## config.mk

```make
export PLATFORM = sky130hd
export DESIGN_NAME = si_section_capture
export DESIGN_NICKNAME = d
export VERILOG_FILES = /design/src/source/si_req_pkg.sv /design/src/source/ts_pkg.sv /design/src/source/si_section_capture.sv
export SDC_FILE = /design/constraint.sdc
export NUM_CORES = 1
export LEC_CHECK = 0
export ABC_AREA = 1
export BUFFER_PORTS_ARGS = -buffer_cell sky130_fd_sc_hd__buf_4
export CORE_MARGIN = 2
export CORE_UTILIZATION = 50
export CTS_CLUSTER_DIAMETER = 60
export DETAILED_ROUTE_END_ITERATION = 8
export GPL_ROUTABILITY_DRIVEN = 0
export PLACE_DENSITY = 0.8
export SETUP_SLACK_MARGIN = 0.4
export SLEW_MARGIN = 20
export SYNTH_ARGS = -nofsm -noshare
export SYNTH_HDL_FRONTEND = slang
export SYNTH_SLANG_ARGS = --single-unit
```

## constraint.sdc

```tcl
create_clock -name i_clk -period 8.7 [get_ports i_clk]
set_input_delay 0.87 -clock i_clk [delete_from_list [all_inputs] [get_ports i_clk]]
set_output_delay 0.87 -clock i_clk [all_outputs]
set_load 0.02 [all_outputs]
```

## src/source/si_req_pkg.sv

```systemverilog
`default_nettype none

package si_req_pkg;

    // command byte positions, bytes 2 to 5 are reserved and skipped
    localparam int CMD_LEN      = 17;
    localparam int CMD_SFP_POS  = 6;
    localparam int CMD_IP_POS   = 7;   // 4 bytes, msb first
    localparam int CMD_PORT_POS = 11;  // 2 bytes
    localparam int CMD_PID_POS  = 13;  // 2 bytes, top 3 bits dropped
    localparam int CMD_TID_POS  = 15;
    localparam int CMD_SEC_POS  = 16;

    typedef struct packed {
        logic [15:0] tag;   // echoed in the reply head
        logic [7:0]  sfp;
        logic [31:0] ip;
        logic [15:0] port;
        logic [12:0] pid;
        logic [7:0]  tid;   // table id
        logic [7:0]  sec;   // section index
    } si_req_t;

    localparam logic [7:0] REPLY_HEAD0 = 8'h04;
    localparam logic [7:0] REPLY_HEAD1 = 8'h01;

    typedef enum logic [1:0] {
        RPL_IDLE,
        RPL_HEAD,
        RPL_DATA
    } reply_state_e;

endpackage

`default_nettype wire

```

## src/source/ts_pkg.sv

```systemverilog
`default_nettype none

package ts_pkg;

    localparam int         TS_PKT_BYTES   = 188;
    localparam logic [7:0] TS_SYNC        = 8'h47;
    localparam int         TS_HDR_WORDS   = 3;    // sfp, ip, port
    localparam int         TS_FIFO_PTR_W  = 6;
    localparam int         TS_FIFO_WORDS  = 1 << TS_FIFO_PTR_W;
    localparam int         SEC_ADDR_W     = 12;   // 4096 byte section buffer
    localparam int         SEC_NUM_POS    = 6;    // section_number offset

    typedef struct packed {
        logic [7:0] data;
        logic       valid;
        logic       pkt_first;  // byte 0 of a 188 byte packet
    } ts_byte_t;

    typedef enum logic [3:0] {
        IDLE,
        PID_HI,
        PID_LO,
        CC_CHECK,
        ADAPT_CTRL,
        ADAPT_LEN,
        ADAPT_SKIP,
        PTR_LEN,
        PTR_SKIP,
        TID_CHECK,
        WRITE,
        WAIT_PKT,
        DONE
    } cap_state_e;

endpackage

`default_nettype wire

```

## src/source/si_section_capture.sv

```systemverilog
`timescale 1ns/100ps
`default_nettype none

module si_section_capture
    import si_req_pkg::*;
    import ts_pkg::*;
(
    input  wire logic              i_clk,
    input  wire logic              i_reset,
    input  wire ts_byte_t          i_byte,
    input  wire si_req_t           i_req,
    input  wire logic              i_arm,
    output logic                   o_ram_we,
    output logic [SEC_ADDR_W-1:0]  o_ram_addr,
    output logic [7:0]             o_ram_data,
    output logic [SEC_ADDR_W-1:0]  o_sec_len,
    output logic                   o_done
);

    cap_state_e              state;
    logic                    armed;
    logic                    in_sec;     // section partly written
    logic                    pusi;       // payload unit start of this packet
    logic [3:0]              cc;         // last continuity count
    logic [7:0]              skip_cnt;
    logic [SEC_ADDR_W-1:0]   len_field;
    logic [SEC_ADDR_W-1:0]   wr_cnt;
    logic                    new_pkt;

    assign new_pkt   = i_byte.valid && i_byte.pkt_first;
    assign o_sec_len = len_field + SEC_ADDR_W'(3);  // length field excludes 3 bytes

    ////////////////////////////////////////////////////////////////////////////
    // packet walk

    always_ff @(posedge i_clk)
    begin
        if (i_reset)
        begin
            state    <= IDLE;
            armed    <= 1'b0;
            in_sec   <= 1'b0;
            o_ram_we <= 1'b0;
            o_done   <= 1'b0;
        end
        else
        begin
            o_ram_we <= 1'b0;
            o_done   <= 1'b0;
            if (i_arm)
            begin
                state  <= IDLE;
                armed  <= 1'b1;
                in_sec <= 1'b0;
            end
            else if (state == DONE)
            begin
                state  <= IDLE;
                armed  <= 1'b0;  // one reply per command
                in_sec <= 1'b0;
                o_done <= 1'b1;
            end
            else if (new_pkt)
            begin
                if (armed && i_byte.data == TS_SYNC)
                    state <= PID_HI;
                else
                    state <= in_sec ? WAIT_PKT : IDLE;
            end
            else if (i_byte.valid)
            begin
                case (state)
                    PID_HI:
                    begin
                        pusi <= i_byte.data[6];
                        if (i_byte.data[4:0] == i_req.pid[12:8])
                            state <= PID_LO;
                        else
                            state <= in_sec ? WAIT_PKT : IDLE;
                    end
                    PID_LO:
                    begin
                        if (i_byte.data != i_req.pid[7:0])
                            state <= in_sec ? WAIT_PKT : IDLE;
                        else if (pusi)
                        begin
                            state  <= ADAPT_CTRL;  // fresh section start
                            in_sec <= 1'b0;
                        end
                        else
                            state <= in_sec ? CC_CHECK : IDLE;
                    end
                    CC_CHECK:
                    begin
                        cc <= i_byte.data[3:0];
                        if (i_byte.data[3:0] == cc + 4'd1)
                            state <= WRITE;
                        else
                        begin
                            state  <= IDLE;  // lost packet, wait for next start
                            in_sec <= 1'b0;
                        end
                    end
                    ADAPT_CTRL:
                    begin
                        cc <= i_byte.data[3:0];
                        case (i_byte.data[5:4])
                            2'b01:   state <= PTR_LEN;
                            2'b11:   state <= ADAPT_LEN;
                            default: state <= IDLE;  // no payload
                        endcase
                    end
                    ADAPT_LEN:
                    begin
                        skip_cnt <= i_byte.data;
                        state    <= (i_byte.data == '0) ? PTR_LEN : ADAPT_SKIP;
                    end
                    ADAPT_SKIP:
                    begin
                        skip_cnt <= skip_cnt - 8'd1;
                        if (skip_cnt == 8'd1)
                            state <= PTR_LEN;
                    end
                    PTR_LEN:
                    begin
                        skip_cnt <= i_byte.data;
                        state    <= (i_byte.data == '0) ? TID_CHECK : PTR_SKIP;
                    end
                    PTR_SKIP:
                    begin
                        skip_cnt <= skip_cnt - 8'd1;
                        if (skip_cnt == 8'd1)
                            state <= TID_CHECK;
                    end
                    TID_CHECK:
                    begin
                        if (i_byte.data == i_req.tid)
                        begin
                            o_ram_we   <= 1'b1;
                            o_ram_addr <= '0;
                            o_ram_data <= i_byte.data;
                            wr_cnt     <= SEC_ADDR_W'(1);
                            in_sec     <= 1'b1;
                            state      <= WRITE;
                        end
                        else
                            state <= IDLE;
                    end
                    WRITE:
                    begin
                        if (wr_cnt == SEC_NUM_POS && i_byte.data != i_req.sec)
                        begin
                            state  <= IDLE;  // other section of the table
                            in_sec <= 1'b0;
                        end
                        else
                        begin
                            o_ram_we   <= 1'b1;
                            o_ram_addr <= wr_cnt;
                            o_ram_data <= i_byte.data;
                            wr_cnt     <= wr_cnt + SEC_ADDR_W'(1);
                            if (wr_cnt == SEC_ADDR_W'(1))
                                len_field[11:8] <= i_byte.data[3:0];
                            if (wr_cnt == SEC_ADDR_W'(2))
                                len_field[7:0] <= i_byte.data;
                            if (wr_cnt > SEC_ADDR_W'(2) && wr_cnt + SEC_ADDR_W'(1) == o_sec_len)
                                state <= DONE;
                        end
                    end
                    default: ;  // IDLE and WAIT_PKT leave on a packet start
                endcase
            end
        end
    end

    // the write count never wraps past the end of the section RAM
    a_addr_in_ram: assert property (@(posedge i_clk) disable iff (i_reset)
        state == WRITE |-> wr_cnt != '0);

endmodule

`default_nettype wire

```

== Word level (Yosys, flattened, before mapping) ==
Index checks and enable logic that the tools add are counted.
Widths: inputs -> output; s select.
Cells by class
  add/subtract/negate cells: 4
  multiply operators: 0
  divide/modulo/power cells: 0
  $lt $le $gt $ge: 1
  equality and inequality tests: 33
  shift operators: 0
  mux-type cells: 40
  bitwise logic cells: 6
  reductions and logical operators: 25
Operators by type and width (number)
  $mux 12: 4
  $mux 4: 12
  $pmux 12 s2: 2
  $pmux 4 s10: 1
  $pmux 8 s2: 2
  $reduce_and 8->1: 4
  $reduce_and 6->1: 3
  $eq 4x3->1 const B: 4
  $eq 4x4->1 const B: 4
  $mux 8: 2
  $ne 8x8->1: 2
  $add 12x1->12 const B: 1
  $add 12x2->12 const B: 1
  $eq 12x1->1 const B: 1
  $eq 12x12->1: 1
  $eq 12x2->1 const B: 1
  $eq 12x3->1 const B: 1
  $gt 12x2->1 const B: 1
  $mux 1: 12
  $ne 2x2->1 const B: 6
  $reduce_bool 11->1: 1
  $eq 4x2->1 const B: 2
  $eq 8x1->1 const B: 1
  $eq 8x7->1 const B: 1
  other kinds (24): 39
Word-level totals
  bits in registers: 65
  bits in latches: 0
  RAM bits: 0
  ROM bits: 0
  input bits: 114
  output and inout port bits: 34
  logic and storage cells: 122
  memories kept: 0

== Depth between registers and ports, before layout ==
  depth after elaboration: 8
  depth in mapped cells: 17
  gate-level depth less buffers: 17

== Least setup slack after synthesis ==
No wires, ideal clock.
  path kind: input to register
  from: input port i_byte[6] (netlist name)
  to: register o_ram_addr[0], enable pin
  setup time: 421 ps
  arrival: 2975 ps
  data required time: 8279 ps
  path slack: 5304 ps
  cell stages on the path: 7
  buffers on the path: 1
  path through: buf_2 xnor2_1 nand2_1 nor2_1 nand3_1 a21boi_1 nor2_1
Between the ends
  cells in the longest elaborated chain, start to end: 4
  elaborated cells between the ends (all ways): 6
  classes of those cells: 4 x eq/ne; 2 x reduce/logical
RTL lines
  start: declaration: line si_section_capture.sv:10  | input wire ts_byte_t i_byte,
  $ne 8x8->1: line si_section_capture.sv:151  | if (wr_cnt == SEC_NUM_POS && i_byte.data != i_req.sec)
  $logic_and 1x1->1: line si_section_capture.sv:151
  $ne 2x2->1 (no source line)
  $reduce_and 8->1 (no source line) *
  end signal: assignment: line si_section_capture.sv:159  | o_ram_addr <= wr_cnt;
  end: declaration: line si_section_capture.sv:14  | output logic [SEC_ADDR_W-1:0] o_ram_addr,
Mark *: on every way between the ends. The rest lies on a longest branch, timed or not.
A chain may end at the register's enable or synchronous reset.

== Worst setup path in the final report ==
  from: register len_field[0]
  to: output port o_sec_len[10]
Between the ends
  cells in the longest elaborated chain, start to end: 1
RTL lines
  start: declaration: line si_section_capture.sv:26  | logic [SEC_ADDR_W-1:0] len_field;
  start signal: assignment: line si_section_capture.sv:165  | len_field[7:0] <= i_byte.data;
  $add 12x2->12: line si_section_capture.sv:31  | assign o_sec_len = len_field + SEC_ADDR_W'(3);
  end: declaration: line si_section_capture.sv:16  | output logic [SEC_ADDR_W-1:0] o_sec_len,
No other way between the ends.

==> flow_summary.toml <==
[clock_network]
cts_buffers = 9
cts_root_buf = "clkbuf_8"
ctsResizeCount = 0
clockBufferDepth = 2
clk_pin_slew_worst_paths_ps = 70
clk_latency_ps = 340
cts_tree = "yes"
cts_hold_buffers = 0
htree_levels = 3
clkSinkCount = 65
postCtsSetupBuffers = 0

[yosys]
yosysWarnings = 0
synth-seq-area-share = 0.439
synth_top_family_by_area = "simple AND/OR/NAND/NOR gates"
synth.area.mux_share = 0
synth_seq_cells = 65
synth_xor_area_frac = 0.0842
ys_types = 37
synthAdderAreaFrac = 0.0205
synth-compound-area-share = 0.0431
synth_cells = 555
syn-cell-area_um2 = 4260
synth_top_area_share = 0.402
syn-num-nets = 676
synth_area_leader_cell = "edfxtp_1"
syn_area_per_cell_um2 = 7.68
ys_top_cells_by_area = "edfxtp_1 40%, nand2_1 14%, nor2_1 7.0%"
synth-simple-area-share = 0.335

[routing]
ant_nets = 0
dr.max_layer_used = "met4"
wl_per_cell_um = 13.3
drtIter0Drc = 182
wl_met2_um = 5120
drt_first_pass_iters = 5
vias = 3836
wl_met1_um = 3830
viasPerCell = 5.18
wl_met3_um = 753
remaining_drc_errors = 0
routed_wl_um = 9890

[critical_path]
cp_max_fo = 4
cp.required_ps = 7830
start_kind = "register"
worstSetupPathType = "reg2out"
cp-end-kind = "output port"
crit_chain = "inv_1 > ha_1 > nor2_1 > nand2_1 > nor2_1 > nand3_1 > nand2_1 > inv_1 > buf_4"
cpMaxStageDelayCell = "edfxtp_1"
critPathMaxStageDelay_ps = 390
crit_buf_inv = 3
crit_arrival_ps = 1860
critPathTopFamily = "simple AND/OR/NAND/NOR gates"

[timing]
tightest_slew_ps = 471
fin_crit_ps = 2730
fmax_ghz = 0.366
rsz0062_at_grt = "no"
timing.final.ws_setup_ps = 5970
hold_viol = 0
fin_worst_skew_ps = 7.04
finalMaxSlewViolations = 0
period_share = 0.314
setup_viol = 0
tns_ps = 0
relSlewSlack = 0.684

[placement]
dp_hpwl_um = 7430
dp_cells = 725
io_buffers = 75
dp_slack_ps = 5990

[cells_and_area]
nets = 752
layout_common_cells = "159 x nand2_1, 79 x nor2_1, 77 x buf_4"
insertedDiodeCount = 0
final_common_cell = "nand2_1"
area_growth_pct = 20.1
stdcell_count = 741
final_util = 0.620
drive_above_1_share = 0.189

[floorplan]
start_util = 0.516
core_area_um2 = 8260
rows = 33
io_pins = 148
dieWidth_um = 96.3
fp.dieH_um = 96.3
dieArea_um2 = 9280

[grt]
antenna_found_initial = 0
grt_pass1_vias = 3708
grt_pass1_wl_um = 16300
grt_max_degree = 33
overflow = 0
grt.total_usage = 0.232

[run_status]
status = "finished clean"

[worst_hold_path]
holdCritPathClass = "reg2reg"

[power_and_ir_drop]
power-per-cell-area_nw_per_um2 = 131
vdd_drop_max_mv = 0.0753
p_total_uw = 669
p_leak_uw = 0.00230

[job]
drv_cap = 0
==> cells by family after synthesis <==
family          Yosys count
simple gates            325
buf+inv                  84
flops                    65
xor+xnor                 41
compound gates           33
fa+ha+maj                 7
==> area by class of cell <==
class                           count  area [um2]
Clock buffer                       15         199
Clock inverter                      1        5.00
Fill cell                         723        3140
Inverter                           72         270
Multi-Input combinational cell    406        2060
Sequential cell                    65        1870
Tap cell                          105         131
Timing Repair Buffer               77         578
==> routing by layer <==
| metal | track usage | vias up |
|---|---|---|
| met5 | 0 | - |
| li1 | - | 1928 |
| met3 | 0.0392 | 16 |
| met2 | 0.434 | 169 |
| met1 | 0.263 | 1723 |
| met4 | 0.0845 | 0 |
==> stage by stage <==
stage / instance area [um2] / hold WS (ps)
final: 5120 / 527
after detailed placement: 4910 / 511
after global routing: 5120 / 569
after global placement: 4910 / 494
after floorplan: 4260 / 455
after CTS: 5120 / 531
==> worst reg2reg max path: cells and delay by family, from the launching register on <==
kind	cells	cell delay, ps
flops	1	480
simple gates	7	1010
compound gates	1	340
buf+inv	1	270
==> cell usage after synthesis (all sizes together) <==
cell    instances
a21boi          1
edfxtp         57
xnor2          29
a21oi          12
o211ai          1
nand3          40
nand4          11
nor3b           1
nor2           88
nor4            4
o31ai           1
nor3           11
buf            10
xor2           12
or2             3
dfxtp           8
nand2         165
o21bai          3
nor4b           1
o21ai          12
a31oi           3
inv            72
ha              7
or3             1
clkbuf          2
==> final timing paths <==
check | cells after the start | slack (ps) | start | to
setup / recovery | 9 | 5970 | len_field[0] | o_sec_len[10]
hold / removal | 2 | 530 | in_sec | in_sec
setup reg to reg | 9 | 6310 | wr_cnt[9] | o_ram_addr[3]
hold reg to reg | 2 | 530 | in_sec | in_sec
==> sequential cells by signal (all words and copies together), names as in the netlist <==
name and count:
len_field 12, wr_cnt 12, o_done 1, o_ram_we 1, o_ram_data 8, cc 4, armed 1, in_sec 1
o_ram_addr 12, pusi 1, state 4, skip_cnt 8
==> power by group <==
group          total [uW]  switching [uW]  internal, uW
combinational        66.7            35.6          31.1
sequential            341            2.21           339
clock                 262             115           146
total                 669             153           516
Power figures use the tool's default switching activity.
